==> src/rtl/rob_params.svh <==
`ifndef ROB_PARAMS_SVH
`define ROB_PARAMS_SVH

// Issue and retire width
`define ROB_N 3

// Reorder buffer geometry
// Depth must stay a power of two
`define ROB_DEPTH 16
`define ROB_IDX_BITS 4
`define ROB_CNT_BITS 2       // Holds 0..ROB_N
`define ROB_ENTRIES_BITS 5   // Holds 0..ROB_DEPTH

// Branch checkpoint queue
`define BR_DEPTH 4
`define BR_CNT_BITS 3        // Holds 0..BR_DEPTH

// Instruction fields
`define ARCH_REG_BITS 5
`define PHYS_REG_BITS 6
`define PC_BITS 32

`endif
==> src/rtl/rob_pkg.sv <==
`include "rob_params.svh"

package rob_pkg;

    // Plain vectors with a meaning of their own
    typedef logic [`ROB_IDX_BITS-1:0]  rob_idx_t;
    typedef logic [`ROB_CNT_BITS-1:0]  slot_cnt_t;   // Per-cycle slot count, not a mask
    typedef logic [`ARCH_REG_BITS-1:0] arch_reg_t;
    typedef logic [`PHYS_REG_BITS-1:0] phys_reg_t;
    typedef logic [`PC_BITS-1:0]       pc_t;

    // Written by dispatch into one ROB slot
    typedef struct packed {
        pc_t       pc;
        arch_reg_t dest_arch;
        phys_reg_t dest_phys;
        logic      is_branch;
    } rob_entry_t;

    // One slot of the head window seen by retire
    typedef struct packed {
        rob_entry_t entry;
        logic       complete;
    } rob_exit_t;

    // Completion strobe from an execution unit
    typedef struct packed {
        logic     valid;
        rob_idx_t idx;
    } complete_t;

    // Record reported for each retired instruction
    typedef struct packed {
        pc_t       pc;
        arch_reg_t dest_arch;
        phys_reg_t dest_phys;
    } retire_t;

endpackage

==> src/rtl/rob_top.sv <==
`timescale 1ns/10ps
`include "rob_params.svh"

module rob_top (
    input  logic                             clock,
    input  logic                             reset,

    input  rob_pkg::rob_entry_t [`ROB_N-1:0] rob_inputs,
    input  rob_pkg::slot_cnt_t               rob_inputs_valid,
    input  rob_pkg::complete_t  [`ROB_N-1:0] complete,
    input  logic                             resolve_valid,
    input  logic                             mispredict,

    output rob_pkg::slot_cnt_t               rob_spots,
    output logic [`BR_CNT_BITS-1:0]          branch_free,
    output rob_pkg::rob_idx_t                tail,           // Index handed to execution
    output rob_pkg::rob_exit_t  [`ROB_N-1:0] rob_outputs,
    output rob_pkg::slot_cnt_t               rob_outputs_valid,
    output rob_pkg::retire_t    [`ROB_N-1:0] retired,
    output rob_pkg::slot_cnt_t               retired_count
);

    rob_pkg::slot_cnt_t num_retiring;
    logic               tail_restore_valid;
    rob_pkg::rob_idx_t  tail_restore;

    rob u_rob (
        .clock              (clock),
        .reset              (reset),
        .rob_inputs         (rob_inputs),
        .rob_inputs_valid   (rob_inputs_valid),
        .complete           (complete),
        .num_retiring       (num_retiring),
        .tail_restore_valid (tail_restore_valid),
        .tail_restore       (tail_restore),
        .rob_spots          (rob_spots),
        .tail               (tail),
        .rob_outputs        (rob_outputs),
        .rob_outputs_valid  (rob_outputs_valid)
    );

    retire_stage u_retire_stage (
        .clock             (clock),
        .reset             (reset),
        .rob_outputs       (rob_outputs),
        .rob_outputs_valid (rob_outputs_valid),
        .num_retiring      (num_retiring),
        .retired           (retired),
        .retired_count     (retired_count)
    );

    // Sees the same dispatch as the ROB and the tail it lands on
    branch_checkpoints u_branch_checkpoints (
        .clock              (clock),
        .reset              (reset),
        .rob_inputs         (rob_inputs),
        .rob_inputs_valid   (rob_inputs_valid),
        .tail               (tail),
        .resolve_valid      (resolve_valid),
        .mispredict         (mispredict),
        .tail_restore_valid (tail_restore_valid),
        .tail_restore       (tail_restore),
        .branch_free        (branch_free)
    );

endmodule

==> src/rtl/branch_checkpoints.sv <==
`timescale 1ns/10ps
`include "rob_params.svh"

module branch_checkpoints (
    input  logic                             clock,
    input  logic                             reset,

    input  rob_pkg::rob_entry_t [`ROB_N-1:0] rob_inputs,
    input  rob_pkg::slot_cnt_t               rob_inputs_valid,
    input  rob_pkg::rob_idx_t                tail,

    input  logic                             resolve_valid,  // Always the oldest checkpoint
    input  logic                             mispredict,

    output logic                             tail_restore_valid,
    output rob_pkg::rob_idx_t                tail_restore,
    output logic [`BR_CNT_BITS-1:0]          branch_free
);

    localparam int PTR_BITS = $clog2(`BR_DEPTH);

    typedef logic [PTR_BITS-1:0]     ptr_t;
    typedef logic [`BR_CNT_BITS-1:0] br_cnt_t;

    rob_pkg::rob_idx_t checkpoints [`BR_DEPTH];
    ptr_t    rd_ptr;
    ptr_t    wr_ptr;
    br_cnt_t count;

    rob_pkg::rob_idx_t [`ROB_N-1:0] push_val;   // Packed toward slot 0
    rob_pkg::slot_cnt_t             push_cnt;
    logic                           pop;

    assign tail_restore_valid = resolve_valid && mispredict;
    assign tail_restore       = checkpoints[rd_ptr];
    assign pop                = resolve_valid && !mispredict;
    assign branch_free        = br_cnt_t'(`BR_DEPTH) - count;

    // Each dispatched branch records the tail just past itself
    always_comb begin
        push_val = '0;
        push_cnt = '0;
        if (!tail_restore_valid) begin
            for (int i = 0; i < `ROB_N; i++) begin
                if (i < rob_inputs_valid && rob_inputs[i].is_branch) begin
                    push_val[push_cnt] = tail + rob_pkg::rob_idx_t'(i + 1);
                    push_cnt           = push_cnt + 1'b1;
                end
            end
        end
    end

    always_ff @(posedge clock) begin
        for (int j = 0; j < `ROB_N; j++) begin
            if (j < push_cnt) begin
                checkpoints[wr_ptr + ptr_t'(j)] <= push_val[j];
            end
        end
    end

    always_ff @(posedge clock) begin
        if (reset) begin
            rd_ptr <= '0;
            wr_ptr <= '0;
            count  <= '0;
        end else if (tail_restore_valid) begin
            // Every younger checkpoint is squashed with the branch
            rd_ptr <= '0;
            wr_ptr <= '0;
            count  <= '0;
        end else begin
            wr_ptr <= wr_ptr + ptr_t'(push_cnt);
            rd_ptr <= rd_ptr + ptr_t'(pop);
            count  <= count + br_cnt_t'(push_cnt) - br_cnt_t'(pop);
        end
    end

    a_no_overflow: assert property (@(posedge clock) disable iff (reset)
        br_cnt_t'(push_cnt) <= branch_free + br_cnt_t'(pop))
        else $error("Checkpoint overflow, %0d pushes with %0d free", push_cnt, branch_free);

    a_resolve_needs_branch: assert property (@(posedge clock) disable iff (reset)
        resolve_valid |-> count != '0)
        else $error("Branch resolved with no checkpoint held");

endmodule

==> src/rtl/retire_stage.sv <==
`timescale 1ns/10ps
`include "rob_params.svh"

module retire_stage (
    input  logic                             clock,
    input  logic                             reset,

    input  rob_pkg::rob_exit_t  [`ROB_N-1:0] rob_outputs,
    input  rob_pkg::slot_cnt_t               rob_outputs_valid,

    output rob_pkg::slot_cnt_t               num_retiring,   // Same cycle, back to the ROB
    output rob_pkg::retire_t    [`ROB_N-1:0] retired,
    output rob_pkg::slot_cnt_t               retired_count
);

    // Leading run of completed entries from the head
    always_comb begin
        num_retiring = '0;
        for (int i = 0; i < `ROB_N; i++) begin
            // Counting only continues while every older slot was taken
            if (i < rob_outputs_valid && rob_outputs[i].complete &&
                num_retiring == rob_pkg::slot_cnt_t'(i)) begin
                num_retiring = rob_pkg::slot_cnt_t'(i + 1);
            end
        end
    end

    always_ff @(posedge clock) begin
        if (reset) begin
            retired_count <= '0;
        end else begin
            retired_count <= num_retiring;
        end
    end

    // Records beyond the count are don't-care
    always_ff @(posedge clock) begin
        for (int i = 0; i < `ROB_N; i++) begin
            retired[i] <= '{pc:        rob_outputs[i].entry.pc,
                            dest_arch: rob_outputs[i].entry.dest_arch,
                            dest_phys: rob_outputs[i].entry.dest_phys};
        end
    end

    for (genvar g = 0; g < `ROB_N; g++) begin : g_retired_complete
        a_retired_complete: assert property (@(posedge clock) disable iff (reset)
            retired_count > g |->
                $past(rob_outputs[g].complete && rob_outputs_valid > g))
            else $error("Retired slot %0d was not a complete head entry", g);
    end

endmodule

==> src/rtl/rob.sv <==
`timescale 1ns/10ps
`include "rob_params.svh"

module rob (
    input  logic                             clock,
    input  logic                             reset,

    input  rob_pkg::rob_entry_t [`ROB_N-1:0] rob_inputs,        // Oldest first
    input  rob_pkg::slot_cnt_t               rob_inputs_valid,  // Count of leading valid slots
    input  rob_pkg::complete_t  [`ROB_N-1:0] complete,

    input  rob_pkg::slot_cnt_t               num_retiring,      // Pops from the head this edge
    input  logic                             tail_restore_valid,
    input  rob_pkg::rob_idx_t                tail_restore,

    output rob_pkg::slot_cnt_t               rob_spots,         // Free entries, saturated at N
    output rob_pkg::rob_idx_t                tail,
    output rob_pkg::rob_exit_t  [`ROB_N-1:0] rob_outputs,       // Head window, head in slot 0
    output rob_pkg::slot_cnt_t               rob_outputs_valid
);

    typedef logic [`ROB_ENTRIES_BITS-1:0] entry_cnt_t;

    rob_pkg::rob_entry_t rob_entries [`ROB_DEPTH];
    logic [`ROB_DEPTH-1:0] done;     // Complete bit per slot

    rob_pkg::rob_idx_t head;
    rob_pkg::rob_idx_t next_head;
    rob_pkg::rob_idx_t next_tail;
    entry_cnt_t        entries;
    entry_cnt_t        next_entries;
    entry_cnt_t        kept;          // Occupancy after this cycle's pop
    entry_cnt_t        free_entries;
    rob_pkg::slot_cnt_t accepted;

    always_comb begin
        accepted     = tail_restore_valid ? '0 : rob_inputs_valid;  // Restore cycle drops dispatch
        next_head    = head + rob_pkg::rob_idx_t'(num_retiring);
        kept         = entries - entry_cnt_t'(num_retiring);
        free_entries = entry_cnt_t'(`ROB_DEPTH) - entries;

        if (tail_restore_valid) begin
            next_tail = tail_restore;
            // Nothing flushed when the checkpoint is the current tail, which also
            // covers a full buffer where head and tail coincide
            if (tail_restore == tail) begin
                next_entries = kept;
            end else begin
                next_entries = entry_cnt_t'(rob_pkg::rob_idx_t'(tail_restore - next_head));
            end
        end else begin
            next_tail    = tail + rob_pkg::rob_idx_t'(accepted);
            next_entries = kept + entry_cnt_t'(accepted);
        end

        rob_spots = (free_entries < `ROB_N) ? rob_pkg::slot_cnt_t'(free_entries)
                                            : rob_pkg::slot_cnt_t'(`ROB_N);
        rob_outputs_valid = (entries < `ROB_N) ? rob_pkg::slot_cnt_t'(entries)
                                               : rob_pkg::slot_cnt_t'(`ROB_N);

        for (int i = 0; i < `ROB_N; i++) begin
            if (i < rob_outputs_valid) begin
                rob_outputs[i] = '{entry:    rob_entries[head + rob_pkg::rob_idx_t'(i)],
                                   complete: done[head + rob_pkg::rob_idx_t'(i)]};
            end else begin
                rob_outputs[i] = '0;
            end
        end
    end

    // Entry payload
    always_ff @(posedge clock) begin
        for (int i = 0; i < `ROB_N; i++) begin
            if (i < accepted) begin
                rob_entries[tail + rob_pkg::rob_idx_t'(i)] <= rob_inputs[i];
            end
        end
    end

    always_ff @(posedge clock) begin
        if (reset) begin
            head    <= '0;
            tail    <= '0;
            entries <= '0;
            done    <= '0;
        end else begin
            head    <= next_head;
            tail    <= next_tail;
            entries <= next_entries;
            for (int i = 0; i < `ROB_N; i++) begin
                if (complete[i].valid) begin
                    done[complete[i].idx] <= 1'b1;
                end
            end
            // Fresh entries start incomplete
            for (int i = 0; i < `ROB_N; i++) begin
                if (i < accepted) begin
                    done[tail + rob_pkg::rob_idx_t'(i)] <= 1'b0;
                end
            end
        end
    end

    a_dispatch_fits: assert property (@(posedge clock) disable iff (reset)
        rob_inputs_valid <= rob_spots)
        else $error("ROB dispatch of %0d entries with %0d spots", rob_inputs_valid, rob_spots);

    a_retire_in_window: assert property (@(posedge clock) disable iff (reset)
        num_retiring <= rob_outputs_valid)
        else $error("ROB pop of %0d entries beyond head window of %0d",
                    num_retiring, rob_outputs_valid);

    for (genvar g = 0; g < `ROB_N; g++) begin : g_complete_live
        // Offset from head must land inside the occupied range
        a_complete_live: assert property (@(posedge clock) disable iff (reset)
            complete[g].valid |->
                entry_cnt_t'(rob_pkg::rob_idx_t'(complete[g].idx - head)) < entries)
            else $error("ROB completion of idle entry %0d", complete[g].idx);
    end

endmodule

==> config.mk <==
export PLATFORM = sky130hd
export DESIGN_NAME = rob_top
export DESIGN_NICKNAME = d
export VERILOG_FILES = /design/src/rtl/rob_pkg.sv /design/src/rtl/rob_top.sv /design/src/rtl/branch_checkpoints.sv /design/src/rtl/retire_stage.sv /design/src/rtl/rob.sv
export VERILOG_INCLUDE_DIRS = /design/src /design/src/rtl
export SDC_FILE = /design/constraint.sdc
export NUM_CORES = 2
export LEC_CHECK = 0
export ABC_CLOCK_PERIOD_IN_PS = 8240
export CAP_MARGIN = 15
export CORE_ASPECT_RATIO = 1.4
export CORE_MARGIN = 5
export CORE_UTILIZATION = 55
export DETAILED_ROUTE_END_ITERATION = 8
export DONT_BUFFER_PORTS = 1
export PLACE_DENSITY_LB_ADDON = 0.3
export SLEW_MARGIN = 10
export SYNTH_ARGS = -nofsm -noshare
export SYNTH_HDL_FRONTEND = slang
export SYNTH_SLANG_ARGS = --single-unit
export TNS_END_PERCENT = 1
==> constraint.sdc <==
create_clock -name clock -period 8.24 [get_ports clock]
set_input_delay 1.648 -clock clock [delete_from_list [all_inputs] [get_ports clock]]
set_output_delay 1.648 -clock clock [all_outputs]
set_load 0.05 [all_outputs]
After elaboration in Yosys (flattened, before gate mapping). Memories as Yosys holds them, arrays and structs flattened. A register that Yosys moved wholly into a read port is not among the register bits. Index checks and enable logic that the tools add are counted.

Reduce and logical (&&, ||, !) cells: 20. $add $sub $neg: 20. Bitwise logic cells: 9. Mux-type cells: 73. $lt $le $gt $ge: 33. Equal/unequal tests: 3.

Operators by type and width (count): 16-bit two-way mux (11); 45-bit two-way mux (3); 16-bit bitwise AND (3); 12-bit two-way mux (4); 16-bit NOT (3); 16-bit OR (3); 4-bit by 5-bit less-than comparator with 1-bit output (second input constant) (9); 12-bit bitwise mux (2); 1-bit demux with 4-bit select (6); 4-bit by 1-bit greater-or-equal comparator with 1-bit output (second input constant) (6); 4-bit two-way mux (6); 1-bit two-way mux (23); 2-bit two-way mux (11); 1-bit logical AND (18); 4-bit demux with 2-bit select (2); 1-bit by 2-bit less-than comparator with 1-bit output (first input constant) (8); 4-bit by 2-bit adder with 4-bit output (second input constant) (3); 1-bit binary-select mux with 4-bit select (3); 5-bit by 2-bit less-than comparator with 1-bit output (second input constant) (2); 5-bit two-way mux (2); 4-bit by 1-bit adder with 4-bit output (second input constant) (2); 4-bit by 2-bit adder with 4-bit output (2); 2-bit less-than comparator (first input constant) (4); 2-bit by 1-bit adder with 2-bit output (second input constant) (3); 17 further kinds (19).

Bits in writable memories: 720. Output and inout port bits: 277. Memories: 2. Bits of input ports: 153. Register bits: 167.

Memory list: u_rob.rob_entries (depth 16, bits a word 44, rd ports 3, clocked after memory_dff 1, write ports 3, RTL line rob.sv:24) `` rob_pkg::rob_entry_t rob_entries [`ROB_DEPTH]; ``; u_branch_checkpoints.checkpoints (depth 4, bits a word 4, rd ports 1, clocked after memory_dff 1, write ports 3, RTL line branch_checkpoints.sv:25) `` rob_pkg::rob_idx_t checkpoints [`BR_DEPTH]; ``.

Logic depth before layout (Yosys ltp).
Depth in word-level cells: 21. Depth in mapped cells: 17. Depth with buffers taken out: 16.

Cells and area by module. A second synthesis with hierarchy kept.

Cell total of the unflattened synthesis: 5258. Area total of the unflattened synthesis: 58436.0 µm².

By module, submodules not included: rob (instances 1, cells an instance 4909, area each 53777.8 µm²); retire_stage (instances 1, cells an instance 138, area each 2678.8 µm²); branch_checkpoints (instances 1, cells an instance 211, area each 1979.4 µm²).

Worst setup path after synthesis. OpenSTA, ideal clock, no wires.

Kind: input port to flip-flop. From: input port resolve_valid. To: memory u_rob.rob_entries[6][0] (netlist name) (enable). Buffers on the path: 0. Library setup time: 0.460 ns. Data arrival time: 4.455 ns. Stages: 5. Path slack: 3.326 ns. Cells stage by stage: nand2_1 nand2_1 inv_2 nand2_1 o211ai_1.

RTL lines: start, declared (RTL line rob_top.sv:11) `input logic resolve_valid,`; end, declared (RTL line rob.sv:24).

==> metrics.md <==
| Metric | Value |
|---|---|
| Number of global-route vias before repair | 44.69k |
| Commonest non-fill, non-tap cell in the layout | mux2i_1 |
| Cts hold-fix bufs | 0 |
| Crit Path Class | reg -> out |
| Ports | 430 |
| Post-synth EDFFs | 720 |
| Reg clk slew, reported paths | 0.07 ns |
| Final instance area | 0.06415 sq mm |
| 1st-pass router iterations | 9 |
| Setup TNS | 0 ns |
| Reg-to-Reg End | u_rob.entries[3] |
| Crit share post-route | 78.40% |
| Syn-to-layout area delta | 6.595% |
| Final GP Congestion | 0.9235 |
| Max Fclk | 154.8 MHz |
| Ys async rst share | 0% |
| Initial DRC Count | 6441 |
| Synth Warn # | 0 |
| Fin. Hold Viols | 0 |
| Total gr overflow | 0 |
| Syn avg cell area | 12.10 sq um |
| Core ar. | 0.1086 sq mm |
| Setup ws final | 1.780 ns |
| CTS buffer count | 93 |
| Reg-to-reg slack, setup | 2.77 ns |
| Hold Path Class | reg -> reg |
| Die Span Y | 401.4 um |
| Worst r2r src | u_rob.head[0] |
| Leak | 22.07 nW |
| Synth Flop Type | edfxtp_1 |
| Hold Crit Depth | 2 |
| Commonest cells after routing, fill and taps aside | mux2i_1 (754), edfxtp_1 (720), mux4_2 (634), nor2_1 (539), a21oi_1 (509) |
| Slew headroom | 12.20% |
| Hold EP | u_branch_checkpoints.rd_ptr[1] |
| Pwr Density | 224.7 mW/mm^2 |
| CP Launch Type | flop |
| H-tree levels | 3 |
| Seq/Total Area, Yosys | 41.48% |
| Clk root buf | clkbuf_16 |
| Total clock sinks | 887 |
| Outcome | complete, no violations |
| Via density | 7.483 |
| Setup repair after global routing missed its margin | no |
| Crit path capture type | output port |
| Clk_lat worst skew | 0.73 ns |
| Dpl ws | 2.492 ns |
| Die area | 0.1162 sq mm |
| Max IR drop VDD | 224.9 uV |
| Initial antenna violation count | 6 |
| Crit path DAT | 4.81 ns |
| DR DRC count | 0 |
| Worst-Margin Slew | 1.314 ns |
| Num rows | 143 |
| Number of routed nets with antenna violations | 0 |
| Total power | 14.41 mW |
| Distinct cell type count after synthesis | 66 |
| Cell Area, Synth | 0.06018 sq mm |
| Post-CTS Setup Bufs | 0 |
| Post-DP HPWL | 125000 um |
| Clock tree buffer depth | 3 |
| Area after detailed placement | 0.06089 sq mm |
| Syn Inst Count | 4974 |
| GRT Util Overall | 35.95% |
| Syn nets | 5167 |
| Post-DR wirelength/cell | 34.94 um |
| Port Buffers | 0 |
| Number of max-cap violations | 0 |
| Slew Limit Fails | 0 |
| Layout Skew | 0.04498 ns |
| Worst Path Max Fanout | 59 |
| Total number of vias | 45.78k |
| Fill count | 8537 |
| #FFs+latches synth | 887 |
| Share of post-route cells with drive strength above 1 | 21.68% |
| Worst reg-to-reg path cell count | 14 |
| First-pass GRT wire length | 307600 um |
| Final wirelength | 213700 um |
| CP required | 6.59 ns |
| Hold_sp | u_branch_checkpoints.rd_ptr[1] |
| Final #Nets | 4778 |
| Final setup fails | 0 |
| Initial Util | 55.41% |
| Pin count of the biggest net entering global routing | 141 |
| CTS tree | done |
| Minimum clock period after layout | 6.460 ns |
| Post-CTS sizing | 0 |
| Chip Width | 289.6 um |
flip-flops by register name, summed over array words and instances (netlist names):
signal                            cells
u_branch_checkpoints.checkpoints     16
u_branch_checkpoints.count            3
u_branch_checkpoints.rd_ptr           2
u_branch_checkpoints.wr_ptr           2
u_retire_stage.retired              129
u_retire_stage.retired_count          2
u_rob.done                           16
u_rob.entries                         5
u_rob.head                            4
u_rob.rob_entries                   704
u_rob.tail                            4
layer usage:
metal	share of wire, %	wire (um)	vias to the layer above	global-route usage (%)
met2	47	100700	4088	57.94
met3	13	27970	964	9.308
met5	0.019	41	-	0
li1	-	-	18320	-
met1	31	67230	22400	42.69
met4	8.3	17820	6	23.40
where the power goes:
group	total, mW	internal [mW]	leakage, nW	switching [mW]
clock network	4.53	2.59	1.58	1.94
registers	6.47	5.38	7.94	1.09
logic	3.41	1.02	12.6	2.39
area by class of cell:
cell class / count / area [sq um] / share of cell area [%]
well taps: 1450 / 1814 / 2.828
clock inverters: 48 / 528.0 / 0.8231
flip-flops and latches: 887 / 24980 / 38.94
clock buffers: 125 / 2696 / 4.203
inverters: 27 / 101.3 / 0.1580
diodes: 4 / 10.01 / 0.01560
repair buffers: 110 / 925.9 / 1.443
multi-input cells: 3466 / 33090 / 51.59
metrics by stage:
stage / utilization [%] / std cells / hold slack, ns
4_1_cts: 59.03 / 6110 / 0.6022
2_1_floorplan: - / 4974 / 0.5188
3_3_place_gp: 56.06 / 5937 / 0.5866
5_1_grt: 59.05 / 6113 / 0.6336
6_report: 59.06 / 6117 / 0.6098
3_5_place_dp: 56.06 / 5937 / 0.5864
logic make-up (layout without fill, tap and decap cells):
kind of cell / Yosys count / in the layout / synth area share (%)
AOI/OAI and AO/OA: 891 / 891 / 8.028
xor gates and xnor gates: 32 / 32 / 0.4907
adders and majority gates: 40 / 40 / 0.9066
buffers and inverters: 621 / 310 / 4.566
DFF: 887 / 887 / 41.48
muxes: 1394 / 1394 / 36.40
other: 0 / 4 / 0
and+or+nand+nor: 1109 / 1109 / 8.124
cells in the mapped netlist (27+ instances only):
cell	n	area share (%)
nor3_1	40	0.33
nand3_1	27	0.22
mux2i_1	754	13
a21oi_1	510	4.2
buf_2	111	0.92
a211oi_1	96	1.2
clkbuf_1	338	2.1
edfxtp_1	720	36
mux4_2	634	24
buf_4	68	0.85
nor2b_1	140	1.5
o21ai_0	213	1.8
buf_1	74	0.46
nor2_1	540	3.4
dfxtp_1	167	5.6
ha_1	34	0.71
nand2_1	282	1.8
worst max-delay path by stage:
stage                              from                 endpoint  slack (ns)
after floorplan           resolve_valid  u_rob.rob_entries[6][0]        3.33
after global placement    u_rob.head[1]         rob_outputs[133]        2.58
after detailed placement  u_rob.head[1]          rob_outputs[18]        2.49
after CTS                 u_rob.head[1]          rob_outputs[18]        1.74
after global routing      u_rob.head[1]         rob_outputs[132]        1.56
final                     u_rob.head[1]         rob_outputs[133]        1.78
critical path, stage by stage (launching register included):
cell,delay [ns]
dfxtp_4,0.79
buf_4,0.91
buf_4,0.81
mux4_2,0.60
mux4_2,0.48
nor2b_1,0.15
buf_4,0.24
Note: power is estimated with default switching activity, not from simulation.
